<file path="src/uart_pkg.sv">
// Fixed 8N1 framing with 8 ticks per bit and no parity or flow control
package uart_pkg;

    // One data byte on the serial line and on the command path
    typedef logic [7:0] uart_byte_t;

    // Oversample ticks per bit
    localparam int OVERSAMPLE = 8;

    // Frame layout is start, eight data bits, stop
    localparam int DATA_BITS  = $bits(uart_byte_t);
    localparam int FRAME_BITS = DATA_BITS + 2;

    // Tick position within one bit
    typedef logic [$clog2(OVERSAMPLE)-1:0] tick_cnt_t;

    // Bit position within one frame
    typedef logic [$clog2(FRAME_BITS)-1:0] bit_cnt_t;

endpackage

</file>
<file path="src/stat_pkg.sv">
// Counter bank size follows the index width and counters wrap silently at 2^32
package stat_pkg;

    // Counter index
    typedef logic [3:0] stat_id_t;

    // Number of counters in the bank
    localparam int STAT_COUNT = 2 ** $bits(stat_id_t);

    // Increment amount, same width as the stats increment bus
    typedef logic [15:0] stat_inc_t;

    // Counter value, modulo 2^32
    typedef logic [31:0] stat_count_t;

    // Bytes per counter reply
    localparam int STAT_BYTES = $bits(stat_count_t) / 8;

    // Reply to a command byte that names no counter
    localparam logic [7:0] STAT_ERR_BYTE = 8'hEE;

endpackage

</file>
<file path="src/baud_timer.sv">
// PRESCALE must be at least 1 and the first tick comes PRESCALE cycles after reset
`timescale 1ns/1ns

module baud_timer #(
    parameter int PRESCALE = 136
) (
    input  logic clk_125mhz,
    input  logic rst_n_i,
    output logic tick_o
);

    localparam int CNT_W = $clog2(PRESCALE + 1);

    logic [CNT_W-1:0] cnt_q;

    // Free-running down-counter, one tick per reload
    always_ff @(posedge clk_125mhz) begin
        if (!rst_n_i) begin
            cnt_q  <= CNT_W'(PRESCALE - 1);
            tick_o <= 1'b0;
        end else if (cnt_q == '0) begin
            cnt_q  <= CNT_W'(PRESCALE - 1);
            tick_o <= 1'b1;
        end else begin
            cnt_q  <= cnt_q - 1'b1;
            tick_o <= 1'b0;
        end
    end

endmodule

</file>
<file path="src/uart_rx.sv">
// 8N1 receiver on the shared oversample tick, a byte with a low stop bit is dropped without notice
`timescale 1ns/1ns

module uart_rx import uart_pkg::*; (
    input  logic       clk_125mhz,
    input  logic       rst_n_i,
    input  logic       tick_i,
    input  logic       uart_rxd_i,
    output uart_byte_t rx_data_o,
    output logic       rx_valid_o
);

    typedef enum logic [1:0] {
        RX_IDLE,
        RX_START,
        RX_DATA,
        RX_STOP
    } rx_state_t;

    localparam tick_cnt_t HALF_BIT = tick_cnt_t'(OVERSAMPLE / 2 - 1);
    localparam tick_cnt_t FULL_BIT = tick_cnt_t'(OVERSAMPLE - 1);

    rx_state_t  state_q;
    logic [1:0] sync_q;
    tick_cnt_t  tick_cnt_q;
    bit_cnt_t   bit_cnt_q;
    uart_byte_t shift_q;
    logic       rxd;

    assign rxd       = sync_q[1];
    assign rx_data_o = shift_q;

    // Line idles high, so the synchronizer resets high
    always_ff @(posedge clk_125mhz) begin
        if (!rst_n_i) begin
            sync_q <= 2'b11;
        end else begin
            sync_q <= {sync_q[0], uart_rxd_i};
        end
    end

    always_ff @(posedge clk_125mhz) begin
        if (!rst_n_i) begin
            state_q    <= RX_IDLE;
            tick_cnt_q <= '0;
            bit_cnt_q  <= '0;
            rx_valid_o <= 1'b0;
        end else begin
            rx_valid_o <= 1'b0;
            if (tick_i) begin
                tick_cnt_q <= tick_cnt_q + 1'b1;
                case (state_q)
                    RX_IDLE: begin
                        tick_cnt_q <= '0;
                        if (!rxd) begin
                            state_q <= RX_START;
                        end
                    end
                    RX_START: begin
                        // Middle of start bit, a glitch returns to idle
                        if (tick_cnt_q == HALF_BIT) begin
                            tick_cnt_q <= '0;
                            bit_cnt_q  <= '0;
                            state_q    <= rxd ? RX_IDLE : RX_DATA;
                        end
                    end
                    RX_DATA: begin
                        if (tick_cnt_q == FULL_BIT) begin
                            bit_cnt_q <= bit_cnt_q + 1'b1;
                            if (bit_cnt_q == bit_cnt_t'(DATA_BITS - 1)) begin
                                state_q <= RX_STOP;
                            end
                        end
                    end
                    default: begin
                        if (tick_cnt_q == FULL_BIT) begin
                            rx_valid_o <= rxd;
                            state_q    <= RX_IDLE;
                        end
                    end
                endcase
            end
        end
    end

    // LSB first
    always_ff @(posedge clk_125mhz) begin
        if (tick_i && state_q == RX_DATA && tick_cnt_q == FULL_BIT) begin
            shift_q <= {rxd, shift_q[DATA_BITS-1:1]};
        end
    end

endmodule

</file>
<file path="src/uart_tx.sv">
// 8N1 transmitter, a start request while a frame is in flight is ignored
`timescale 1ns/1ns

module uart_tx import uart_pkg::*; (
    input  logic       clk_125mhz,
    input  logic       rst_n_i,
    input  logic       tick_i,
    input  logic       tx_start_i,
    input  uart_byte_t tx_data_i,
    output logic       uart_txd_o,
    output logic       tx_done_o
);

    localparam tick_cnt_t FULL_BIT = tick_cnt_t'(OVERSAMPLE - 1);

    logic               busy_q;
    tick_cnt_t          tick_cnt_q;
    bit_cnt_t           bit_cnt_q;
    logic [DATA_BITS:0] shift_q;
    logic               bit_end;

    assign bit_end = busy_q && tick_i && tick_cnt_q == FULL_BIT;

    always_ff @(posedge clk_125mhz) begin
        if (!rst_n_i) begin
            busy_q     <= 1'b0;
            tick_cnt_q <= '0;
            bit_cnt_q  <= '0;
            uart_txd_o <= 1'b1;
            tx_done_o  <= 1'b0;
        end else begin
            tx_done_o <= 1'b0;
            if (!busy_q) begin
                if (tx_start_i) begin
                    // Start bit goes out at once
                    busy_q     <= 1'b1;
                    tick_cnt_q <= '0;
                    bit_cnt_q  <= '0;
                    uart_txd_o <= 1'b0;
                end
            end else if (tick_i) begin
                tick_cnt_q <= tick_cnt_q + 1'b1;
                if (bit_end) begin
                    if (bit_cnt_q == bit_cnt_t'(FRAME_BITS - 1)) begin
                        busy_q    <= 1'b0;
                        tx_done_o <= 1'b1;
                    end else begin
                        uart_txd_o <= shift_q[0];
                        bit_cnt_q  <= bit_cnt_q + 1'b1;
                    end
                end
            end
        end
    end

    // Data LSB first, stop bit on top
    always_ff @(posedge clk_125mhz) begin
        if (!busy_q && tx_start_i) begin
            shift_q <= {1'b1, tx_data_i};
        end else if (bit_end) begin
            shift_q <= shift_q >> 1;
        end
    end

endmodule

</file>
<file path="src/stat_counter_ram.sv">
// Increments during the reset sweep are dropped and a read sees an increment from two cycles after its strobe
`timescale 1ns/1ns

module stat_counter_ram import stat_pkg::*; (
    input  logic        clk_125mhz,
    input  logic        rst_n_i,
    input  logic        stat_valid_i,
    input  stat_id_t    stat_id_i,
    input  stat_inc_t   stat_inc_i,
    input  logic        rd_en_i,
    input  stat_id_t    rd_id_i,
    output stat_count_t rd_data_o
);

    stat_count_t mem [STAT_COUNT];

    logic        clr_active_q;
    stat_id_t    clr_idx_q;

    // Stage one holds the increment and the old value
    logic        s1_valid_q;
    stat_id_t    s1_id_q;
    stat_inc_t   s1_inc_q;
    stat_count_t s1_old_q;

    // Stage two holds the last written sum
    logic        s2_valid_q;
    stat_id_t    s2_id_q;
    stat_count_t s2_sum_q;

    stat_count_t s1_base;
    stat_count_t s1_sum;

    // Old value was read before the previous write landed
    assign s1_base = (s2_valid_q && s2_id_q == s1_id_q) ? s2_sum_q : s1_old_q;
    assign s1_sum  = s1_base + stat_count_t'(s1_inc_q);

    always_ff @(posedge clk_125mhz) begin
        if (!rst_n_i) begin
            clr_active_q <= 1'b1;
            clr_idx_q    <= '0;
            s1_valid_q   <= 1'b0;
            s2_valid_q   <= 1'b0;
        end else begin
            if (clr_active_q) begin
                clr_idx_q <= clr_idx_q + 1'b1;
                if (clr_idx_q == stat_id_t'(STAT_COUNT - 1)) begin
                    clr_active_q <= 1'b0;
                end
            end
            s1_valid_q <= stat_valid_i && !clr_active_q;
            s2_valid_q <= s1_valid_q;
        end
    end

    always_ff @(posedge clk_125mhz) begin
        s1_id_q  <= stat_id_i;
        s1_inc_q <= stat_inc_i;
        s1_old_q <= mem[stat_id_i];
        s2_id_q  <= s1_id_q;
        s2_sum_q <= s1_sum;
    end

    // Single write port shared by the sweep and the commit
    always_ff @(posedge clk_125mhz) begin
        if (clr_active_q) begin
            mem[clr_idx_q] <= '0;
        end else if (s1_valid_q) begin
            mem[s1_id_q] <= s1_sum;
        end
    end

    always_ff @(posedge clk_125mhz) begin
        if (rd_en_i) begin
            rd_data_o <= mem[rd_id_i];
        end
    end

endmodule

</file>
<file path="src/stat_cmd_fsm.sv">
// Bytes arriving while a reply is in progress are dropped, so the host must wait for the full reply
`timescale 1ns/1ns

module stat_cmd_fsm import uart_pkg::*, stat_pkg::*; (
    input  logic        clk_125mhz,
    input  logic        rst_n_i,
    input  logic        rx_valid_i,
    input  uart_byte_t  rx_data_i,
    input  stat_count_t rd_data_i,
    input  logic        tx_done_i,
    output logic        rd_en_o,
    output stat_id_t    rd_id_o,
    output logic        tx_start_o,
    output uart_byte_t  tx_data_o
);

    typedef enum logic [2:0] {
        ST_IDLE,
        ST_READ,
        ST_LOAD,
        ST_SEND,
        ST_WAIT
    } state_t;

    localparam int CNT_W = $clog2(STAT_BYTES + 1);
    localparam int MSB   = $bits(stat_count_t) - 1;

    state_t             state_q;
    logic [CNT_W-1:0]   byte_cnt_q;
    stat_count_t        reply_q;

    always_ff @(posedge clk_125mhz) begin
        if (!rst_n_i) begin
            state_q    <= ST_IDLE;
            byte_cnt_q <= '0;
            rd_en_o    <= 1'b0;
            tx_start_o <= 1'b0;
        end else begin
            rd_en_o    <= 1'b0;
            tx_start_o <= 1'b0;
            case (state_q)
                ST_IDLE: begin
                    if (rx_valid_i) begin
                        if (rx_data_i < uart_byte_t'(STAT_COUNT)) begin
                            rd_en_o <= 1'b1;
                            rd_id_o <= stat_id_t'(rx_data_i);
                            state_q <= ST_READ;
                        end else begin
                            // Unknown command, one error byte
                            tx_start_o <= 1'b1;
                            tx_data_o  <= STAT_ERR_BYTE;
                            state_q    <= ST_WAIT;
                        end
                    end
                end
                ST_READ: begin
                    state_q <= ST_LOAD;
                end
                ST_LOAD: begin
                    // Top byte leaves now, the rest waits in reply_q
                    tx_start_o <= 1'b1;
                    tx_data_o  <= rd_data_i[MSB -: DATA_BITS];
                    reply_q    <= rd_data_i << DATA_BITS;
                    byte_cnt_q <= CNT_W'(STAT_BYTES - 1);
                    state_q    <= ST_SEND;
                end
                ST_SEND: begin
                    if (tx_done_i) begin
                        tx_start_o <= 1'b1;
                        tx_data_o  <= reply_q[MSB -: DATA_BITS];
                        reply_q    <= reply_q << DATA_BITS;
                        byte_cnt_q <= byte_cnt_q - 1'b1;
                        if (byte_cnt_q == CNT_W'(1)) begin
                            state_q <= ST_WAIT;
                        end
                    end
                end
                default: begin
                    // Last byte in flight
                    if (tx_done_i) begin
                        state_q <= ST_IDLE;
                    end
                end
            endcase
        end
    end

endmodule

</file>
<file path="src/fpga_core.sv">
// Single clock on clk_125mhz and the stats increment input has no back-pressure
`timescale 1ns/1ns

module fpga_core import uart_pkg::*, stat_pkg::*; #(
    // Clock cycles per oversample tick, 115200 baud by default
    parameter int PRESCALE = (125000000 + 115200 * 4) / (115200 * 8)
) (
    input  logic        clk_125mhz,
    input  logic        rst_n_i,
    input  logic [7:0]  sw_i,
    input  logic        uart_rxd_i,
    input  logic        stat_valid_i,
    input  stat_id_t    stat_id_i,
    input  stat_inc_t   stat_inc_i,
    output logic [7:0]  led_o,
    output logic        uart_txd_o
);

    logic        tick;
    uart_byte_t  rx_data;
    logic        rx_valid;
    uart_byte_t  tx_data;
    logic        tx_start;
    logic        tx_done;
    logic        rd_en;
    stat_id_t    rd_id;
    stat_count_t rd_data;

    assign led_o = sw_i;

    baud_timer #(
        .PRESCALE(PRESCALE)
    ) baud_timer_inst (
        .clk_125mhz(clk_125mhz),
        .rst_n_i(rst_n_i),
        .tick_o(tick)
    );

    uart_rx uart_rx_inst (
        .clk_125mhz(clk_125mhz),
        .rst_n_i(rst_n_i),
        .tick_i(tick),
        .uart_rxd_i(uart_rxd_i),
        .rx_data_o(rx_data),
        .rx_valid_o(rx_valid)
    );

    uart_tx uart_tx_inst (
        .clk_125mhz(clk_125mhz),
        .rst_n_i(rst_n_i),
        .tick_i(tick),
        .tx_start_i(tx_start),
        .tx_data_i(tx_data),
        .uart_txd_o(uart_txd_o),
        .tx_done_o(tx_done)
    );

    // Counter bank fed by the external increment strobe
    stat_counter_ram stat_counter_ram_inst (
        .clk_125mhz(clk_125mhz),
        .rst_n_i(rst_n_i),
        .stat_valid_i(stat_valid_i),
        .stat_id_i(stat_id_i),
        .stat_inc_i(stat_inc_i),
        .rd_en_i(rd_en),
        .rd_id_i(rd_id),
        .rd_data_o(rd_data)
    );

    stat_cmd_fsm stat_cmd_fsm_inst (
        .clk_125mhz(clk_125mhz),
        .rst_n_i(rst_n_i),
        .rx_valid_i(rx_valid),
        .rx_data_i(rx_data),
        .rd_data_i(rd_data),
        .tx_done_i(tx_done),
        .rd_en_o(rd_en),
        .rd_id_o(rd_id),
        .tx_start_o(tx_start),
        .tx_data_o(tx_data)
    );

endmodule

</file>
<file path="config.mk">
export PLATFORM = sky130hd
export DESIGN_NAME = fpga_core
export DESIGN_NICKNAME = d
export VERILOG_FILES = /design/src/uart_pkg.sv /design/src/stat_pkg.sv /design/src/baud_timer.sv /design/src/uart_rx.sv /design/src/uart_tx.sv /design/src/stat_counter_ram.sv /design/src/stat_cmd_fsm.sv /design/src/fpga_core.sv
export SDC_FILE = /design/constraint.sdc
export NUM_CORES = 1
export LEC_CHECK = 0
export ABC_AREA = 1
export BUFFER_PORTS_ARGS = -buffer_cell sky130_fd_sc_hd__buf_2
export CAP_MARGIN = 15
export CORE_MARGIN = 5
export CORE_UTILIZATION = 45
export DETAILED_ROUTE_END_ITERATION = 12
export PLACE_DENSITY_LB_ADDON = 0.1
export SLEW_MARGIN = 10
export SYNTH_ARGS = -nofsm -noshare
export SYNTH_HDL_FRONTEND = slang
export SYNTH_SLANG_ARGS = --single-unit
export TNS_END_PERCENT = 30
</file>
<file path="constraint.sdc">
create_clock -name clk_125mhz -period 5.89 [get_ports clk_125mhz]
set_input_delay 1.178 -clock clk_125mhz [delete_from_list [all_inputs] [get_ports clk_125mhz]]
set_output_delay 1.178 -clock clk_125mhz [all_outputs]
set_load 0.005 [all_outputs]
</file>
==> results of run 1 <==
registers in the layout (all words and copies together), names as in the netlist, 8 cells and up:
| register | flops |
|---|---|
| uart_tx_inst.shift_q | 9 |
| stat_cmd_fsm_inst.reply_q | 24 |
| uart_rx_inst.rx_data_o | 8 |
| stat_cmd_fsm_inst.tx_data_o | 8 |
| stat_counter_ram_inst.rd_data_o | 32 |
| stat_counter_ram_inst.s2_sum_q | 32 |
| stat_counter_ram_inst.mem | 512 |
| baud_timer_inst.cnt_q | 8 |
| stat_counter_ram_inst.s1_old_q | 32 |
| stat_counter_ram_inst.s1_inc_q | 16 |
worst register-to-register path, cell delays in order, from the launching register on:
cell and delay [ns]:
dfxtp_1 0.37, inv_1 0.05, nand2_1 0.05, nand2_1 0.04
inv_1 0.36, nand3_4 0.53, mux2_2 0.42, ha_1 0.18
inv_1 0.07, fa_1 0.43, inv_1 0.13, nand2_1 0.07
nand3_1 0.18, a21oi_1 0.16, nor3_1 0.16, nor2_1 0.12
nor2_4 0.21, nand2_1 0.08, nand2_1 0.06, nand2_1 0.08
nor2_1 0.69
per-layer routing:
layer | vias to the layer above | track usage (%) | wire length [microns]
li1 | 12100 | - | -
met1 | 12500 | 32.6 | 42500
met2 | 1132 | 38.6 | 46300
met3 | 252 | 3.45 | 7160
met4 | 0 | 8.91 | 3940
met5 | - | 0 | 0
path summary, 6_finish.rpt:
| kind | from | end | slack, ns | cells past startpoint |
|---|---|---|---|---|
| worst min register to register | stat_counter_ram_inst.s1_id_q[0] | stat_counter_ram_inst.s2_id_q[0] | 0.36 | 0 |
| worst min-delay path | stat_counter_ram_inst.s1_id_q[0] | stat_counter_ram_inst.s2_id_q[0] | 0.36 | 0 |
| worst max-delay path | stat_counter_ram_inst.s1_id_q[3] | stat_counter_ram_inst.mem[8][24] | 1.11 | 20 |
| worst max register to register | stat_counter_ram_inst.s1_id_q[3] | stat_counter_ram_inst.mem[8][24] | 1.11 | 20 |
kinds of logic after synthesis:
logic type / count (synthesis)
compound gates: 1079
mux: 15
simple gates: 943
flops: 731
fa+ha+maj: 37
buf+inv: 652
xor+xnor: 26
per-stage QoR:
| step | instance area (sq um) | power (mW) |
|---|---|---|
| 6_report | 37700 | 11.8 |
| 5_1_grt | 37700 | 12.3 |
| 4_1_cts | 37700 | 11.9 |
| 2_1_floorplan | 34100 | 6.65 |
| 3_3_place_gp | 35100 | 6.97 |
| 3_5_place_dp | 35100 | 6.99 |
report_power, final:
group	total [mW]	internal (mW)	switching, mW
Combinational	1.01	0.296	0.711
Clock	4.96	2.90	2.06
Sequential	5.88	5.79	0.0941
cell usage in the layout, fill, tap and decap left out, types with 44 or more instances in the layout:
cell	netlist	final
nand2_1	534	533
o21ai_0	427	427
o221ai_1	53	53
edfxtp_1	596	596
clkbuf_16	0	81
dfxtp_1	135	134
nand3_1	221	221
inv_1	408	408
o211ai_1	126	126
nor2_1	115	97
a21oi_1	427	427
buf_4	11	44
area by class of cell:
cell class	instances	area, sq um
fill	6694	37000
sequential	731	20600
multi-input combinational	2100	11100
clock buffer	114	2250
inverter	414	1550
tap	969	1210
timing repair buffer	78	667
clock inverter	35	363
synth_stat cells, types with 3 or more instances:
library cell,n
nand3_2,3
o21ai_0,427
inv_2,5
a21oi_1,427
nor2_1,115
nor4_1,3
nand2_2,12
clkbuf_1,159
or2_2,4
xor2_1,10
buf_4,11
inv_1,408
o221ai_1,53
o211ai_1,126
nand4_1,23
xnor2_1,14
mux2_2,15
o22ai_1,20
nor2_2,4
nor3_1,10
nand3_1,221
buf_1,48
a211oi_1,6
buf_2,18
o31ai_1,3
nor2_4,6
ha_1,36
dfxtp_1,135
edfxtp_1,596
nand2_1,534
nor2b_1,3
==> summary.txt, run 1 <==
Global routing
  – Largest net degree at the start of global routing: between 200 and 250
  – First-pass GRT wire length: approximately 150000 microns
  – Total track usage: between 20% and 30%
  – Initial antenna violation count: 1
  – GRT Residual Overflow: 0
  – Vias in the first global route: 24200

STA
  – Slew headroom: between 10% and 20%
  – Setup violators final: 0
  – Max-slew violations: 0
  – Worst setup margin: roughly 1.1 ns
  – Post-route minimum period: roughly 4.8 ns
  – Hold Slack: approximately 0.36 ns
  – Tcrit/Tclk final: between 80% and 90%
  – Max Fclk: between 200 and 250 MHz
  – Slew @ Worst Pin: approximately 1.2 ns
  – Sum Neg Setup Slack: 0 ns
  – Worst Skew: just over 0.02 ns
  – Final Hold Vio Count: 0
  – Unrepaired setup endpoints after global routing: no

Setup path
  – Worst EP required: 6.18 ns
  – Crit path capture type: flop
  – WS Path Type: reg -> reg
  – Critical path fanouts, max: between 40 and 50
  – Worst Path Arrival: 5.07 ns
  – Delay-heaviest family, CP: simple AND/OR/NAND/NOR gates
  – Worst path most repeated cell: nand2_1
  – CP Buf/Inv Count: 4
  – CP startpoint kind: flop
  – CP max stage delay: 0.69 ns
  – Slowest stage cell, crit path: nor2_1
  – Worst-path cell chain: inv_1, nand2_1, nand2_1, inv_1, nand3_4, mux2_2, ha_1, inv_1, fa_1, inv_1, nand2_1, nand3_1, a21oi_1, nor3_1, nor2_1, nor2_4, nand2_1, nand2_1, nand2_1, nor2_1

Synthesis
  – Seq/Total Area, Yosys: between 60% and 70%
  – Synth warnings: 0
  – Netlist cell types: 50
  – Yosys reg bits: approximately 730
  – Post-Synthesis Cells: 3483
  – Synthesized area: 34100 sq um
  – Post-Synth Simple-Gate Area: 11.9%
  – Post-synthesis compound-gate area fraction: 17.7%
  – Post-Synth XOR/XNOR Area: less than 1%
  – Avg Cell Area, Syn: slightly below 10 sq um
  – Ys async rst share: 0%
  – Predominant post-synthesis flop cell: edfxtp_1
  – Cells taking the most area after synthesis: edfxtp_1 53%, dfxtp_1 7.9%, a21oi_1 6.3%
  – Net count after synthesis: 3552
  – Adder-cell area share of the yosys netlist: under 10%
  – Post-synth EDFFs: between 500 and 600
  – Multiplexer area fraction after synthesis: less than 1%
  – Post-synth top area cell: edfxtp_1
  – Main combinational cell family by area after synthesis: compound AO/OA/AOI/OAI gates
  – Top-area cell type share of the netlist area: approximately 53%

Flow run
  – Max_cap viols: 0

Finish
  – Post-Route Utilization: between 50% and 60%
  – Layout area overhead: 10.7%
  – # diodes: 0
  – Non-filler cells in the finished layout: 4441
  – Fin nets: 3474
  – Share of cells above drive strength 1: 7.92%

Detailed routing
  – Vias per std cell: a little under 6
  – Post-route ant nets: 0
  – Initial DRT Pass Iterations: 6
  – Initial drt markers: approximately 2600
  – DR DRC count: 0
  – WL/cell: 22.5 microns
  – WL final: between 90000 and 100000 microns
  – Routed vias: 26000

CTS
  – Post-CTS resize count: 0
  – Clock sink count: between 700 and 800
  – TritonCTS buffer count: 80
  – Longest Clk Path Bufs: 3
  – Hold buffers post-CTS: 0
  – Reg clk slew, reported paths: approximately 0.060 ns
  – Postcts setup bufs: 0
  – Clock Root Buffer: clkbuf_16
  – Clock Latency Late Sink: around 0.63 ns
  – CTS tree: yes
  – H-tree depth: 3

Placed design
  – Placed cell count: around 4300
  – Place WS: about 1.0 ns
  – Hpwl dp: about 58000 microns
  – RD Place Congestion: ~0.9
  – Port Buffers: 24

Floorplan
  – Area of the core: 74700 sq um
  – Die Wd: 285 microns
  – Starting Density: 45.6%
  – Chip Height: roughly 290 microns
  – Die area: roughly 81000 sq um
  – IO Pins: 41
  – Rows: 100

Outcome
  – Status: finished clean

Power
  – Cell Pwr Density: 314 nW/um^2
  – Leak: about 14 nW
  – Maximum vdd ir drop: approximately 220 uV

Worst hold path
  – Worst Hold Class: reg -> reg
Note: power is estimated with default switching activity, not from simulation.
==> run 2: changes to the inputs <==
- clock period: 5.89 -> 4.9 ns (I/O delays scaled with it)
==> run 2 against run 1 <==
Compared with the run above:
- die area is the same
- clock skew grew 0.0011 ns
- critical path depth shrank 2
==> summary.txt, run 2 (synthesis gave the netlist of run 1 again) <==
Finish
  – Commonest non-fill, non-tap cell in the layout: edfxtp_1
  – Fin nets: 3483 (+0.26%)
  – Fill cell count: 6656 (-0.57%)
  – Commonest cells after routing, fill and taps aside: 596 x edfxtp_1, 533 x nand2_1, 427 x o21ai_0, 427 x a21oi_1, 408 x inv_1
  – Layout area overhead: 11.1%
  – Top reg by flops: stat_counter_ram_inst.mem
  – Max reg flops: 512 (unchanged)
  – Seq. cell area: 20600 sq um (unchanged)
  – Share of cells above drive strength 1: 7.99% (+0.068 points)
  – Multi-input logic area: 11100 sq um (about the same)

Floorplan
  – Area of the core: 74700 sq um (unchanged)
  – Chip Height: 285 microns (unchanged)
  – Die area: 81300 sq um (unchanged)
  – IO Pins: 41 (unchanged)
  – Die Wd: 285 microns (unchanged)
  – Rows: 100 (unchanged)
  – Starting Density: 45.6% (unchanged)

STA
  – Max Fclk: 222 MHz (+6.1%)
  – Sum Neg Setup Slack: 0 ns (unchanged)
  – Slew @ Worst Pin: 1.09 ns (-0.123 ns)
  – Slew headroom: 27.6% (+8.4 points)
  – Post-route minimum period: 4.51 ns (-0.277 ns)
  – Setup violators final: 0 (unchanged)
  – Unrepaired setup endpoints after global routing: no
  – Tcrit/Tclk final: 92.0% (+11 points)
  – Max-slew violations: 0 (unchanged)
  – Hold Slack: 0.373 ns (+0.0159 ns)
  – Worst setup margin: 0.393 ns (-0.713 ns)
  – Worst Skew: 0.0215 ns (+0.00107 ns)
  – Final Hold Vio Count: 0 (unchanged)

Setup path
  – WS Path Type: reg -> reg
  – Reg2Reg Setup Slack: 0.39 ns (-0.71 ns)
  – CP startpoint kind: flop
  – Critical path fanouts, max: 18 (-56%)
  – Critical R2R Capture: stat_counter_ram_inst.mem[0][20]
  – R2r worst-path depth: 18 (-10%)
  – Worst Path Arrival: 4.80 ns (-0.27 ns)
  – Crit path capture type: flop
  – R2r startpoint: stat_counter_ram_inst.s2_id_q[1]
  – Worst EP required: 5.19 ns (-0.99 ns)

Worst hold path
  – Worst Hold Class: reg -> reg
  – Hold depth: 0 (unchanged)
  – Hold EP: stat_counter_ram_inst.s2_id_q[0]
  – Worst Min Path Start: stat_counter_ram_inst.s1_id_q[0]

CTS
  – Clock Root Buffer: clkbuf_16
  – TritonCTS buffer count: 80 (unchanged)
  – H-tree depth: 3 (unchanged)
  – Clock Latency Late Sink: 0.63 ns (about the same)
  – Clock sink count: 731 (unchanged)
  – Longest Clk Path Bufs: 3 (unchanged)
  – CTS tree: yes
  – Postcts setup bufs: 0 (unchanged)
  – Reg clk slew, reported paths: 0.06 ns (about the same)

Global routing
  – First-pass GRT wire length: 151000 microns (+1.6%)
  – Total track usage: 24.2% (+0.52 points)
  – GRT Residual Overflow: 0 (unchanged)
  – Initial antenna violation count: 1 (unchanged)
  – Vias in the first global route: 24700 (+2.2%)
  – Largest net degree at the start of global routing: 169 (-23%)

Placed design
  – Place WS: 0.462 ns (-0.580 ns)
  – Hpwl dp: 58300 microns (+0.48%)
  – Port Buffers: 24 (unchanged)
  – RD Place Congestion: 0.882 (-0.20%)

Detailed routing
  – Vias per std cell: 5.84 (-0.19%)
  – DR DRC count: 0 (unchanged)
  – WL final: 101000 microns (+1.6%)
  – Post-route ant nets: 0 (unchanged)
  – Initial drt markers: 2351 (-11%)
  – Initial DRT Pass Iterations: 6 (unchanged)
  – WL/cell: 22.8 microns (+1.4%)
  – Routed vias: 26000 (+0.015%)

Power
  – Maximum vdd ir drop: 288 uV (+31%)
  – Cell Pwr Density: 376 nW/um^2 (+20%)
  – Tot Pwr: 14.2 mW (+20%)
  – Leak: 14.5 nW (+0.36%)

Outcome
  – Status: finished clean

Flow run
  – Max_cap viols: 0 (unchanged)
run 2: cell types whose count changed in the layout (fill, tap and decap cells not counted), moves of 2 or more:
cell,before,now
clkinv_1,7,15
buf_12,10,17
clkinv_2,12,6
clkbuf_16,81,85
clkinv_8,4,0
buf_4,44,46
bufinv_16,5,3
clkinv_4,2,0
inv_4,0,2
nor2_1,97,95
nor2_2,6,8
run 2: worst max-delay path by stage:
stage	start	to	slack (ns)	cells after the start
6_report	stat_counter_ram_inst.s2_id_q[1]	stat_counter_ram_inst.mem[0][20]	0.39	18
5_1_grt	stat_counter_ram_inst.s1_id_q[3]	stat_counter_ram_inst.mem[2][26]	0.06	20
4_1_cts	stat_counter_ram_inst.s1_id_q[3]	stat_counter_ram_inst.mem[6][28]	0.43	19
3_5_place_dp	stat_counter_ram_inst.s1_id_q[2]	stat_counter_ram_inst.mem[1][28]	0.46	19
3_3_place_gp	stat_counter_ram_inst.s1_id_q[3]	stat_counter_ram_inst.mem[1][26]	0.70	20
2_1_floorplan	stat_counter_ram_inst.s1_id_q[0]	stat_counter_ram_inst.mem[0][20]	1.22	19
run 2: per-stage QoR:
step                      instances  utilization, %  area [sq um]
after floorplan                3483               -         34100
after global placement         4301            47.2         35300
after detailed placement       4301            47.2         35300
after CTS                      4449            50.7         37800
after global routing           4449            50.7         37900
final                          4450            50.7         37900
run 2: layer usage:
metal	track usage (%)	up-vias	wire length, microns
li1	-	12100	-
met1	32.9	12500	43000
met2	39.9	1121	47500
met3	3.27	256	7070
met4	9.29	0	3880
met5	0	-	0
run 2: cell type report:
cell class	instances	share of cell area [%]
antenna	1	0.00661
clock buffer	117	6.20
clock inverter	31	0.621
inverter	414	4.11
multi-input combinational	2100	29.3
sequential	731	54.4
tap	969	3.20
timing repair buffer	87	2.17
run 2: report_power, final:
group	total, mW	leakage, nW	internal [mW]	switching [mW]
logic	1.25	6.53	0.364	0.886
registers	7.07	6.76	6.96	0.114
clock network	5.90	1.25	3.48	2.42
total	14.2	14.5	10.8	3.42
run 2: what timing repair did:
item	4_1_cts	5_1_grt
resized for setup	0	2
endpoints found under the setup margin	0	17
hold buffers	0	0
run 2: worst max-delay path, cell delays in order (launching register included):
cell and delay [ns]:
dfxtp_1 0.34, inv_1 0.05, nand2_1 0.06, nand2_1 0.05, inv_1 0.38, nand3_4 0.34
mux2_2 0.39, ha_1 0.19, inv_1 0.07, fa_1 0.19, inv_1 0.07, nand2_1 0.07
nand3_1 0.18, a21oi_1 0.34, nor3_1 0.08, nor2_1 0.32, nor2_4 0.12, xor2_2 0.16
nor2b_1 0.75
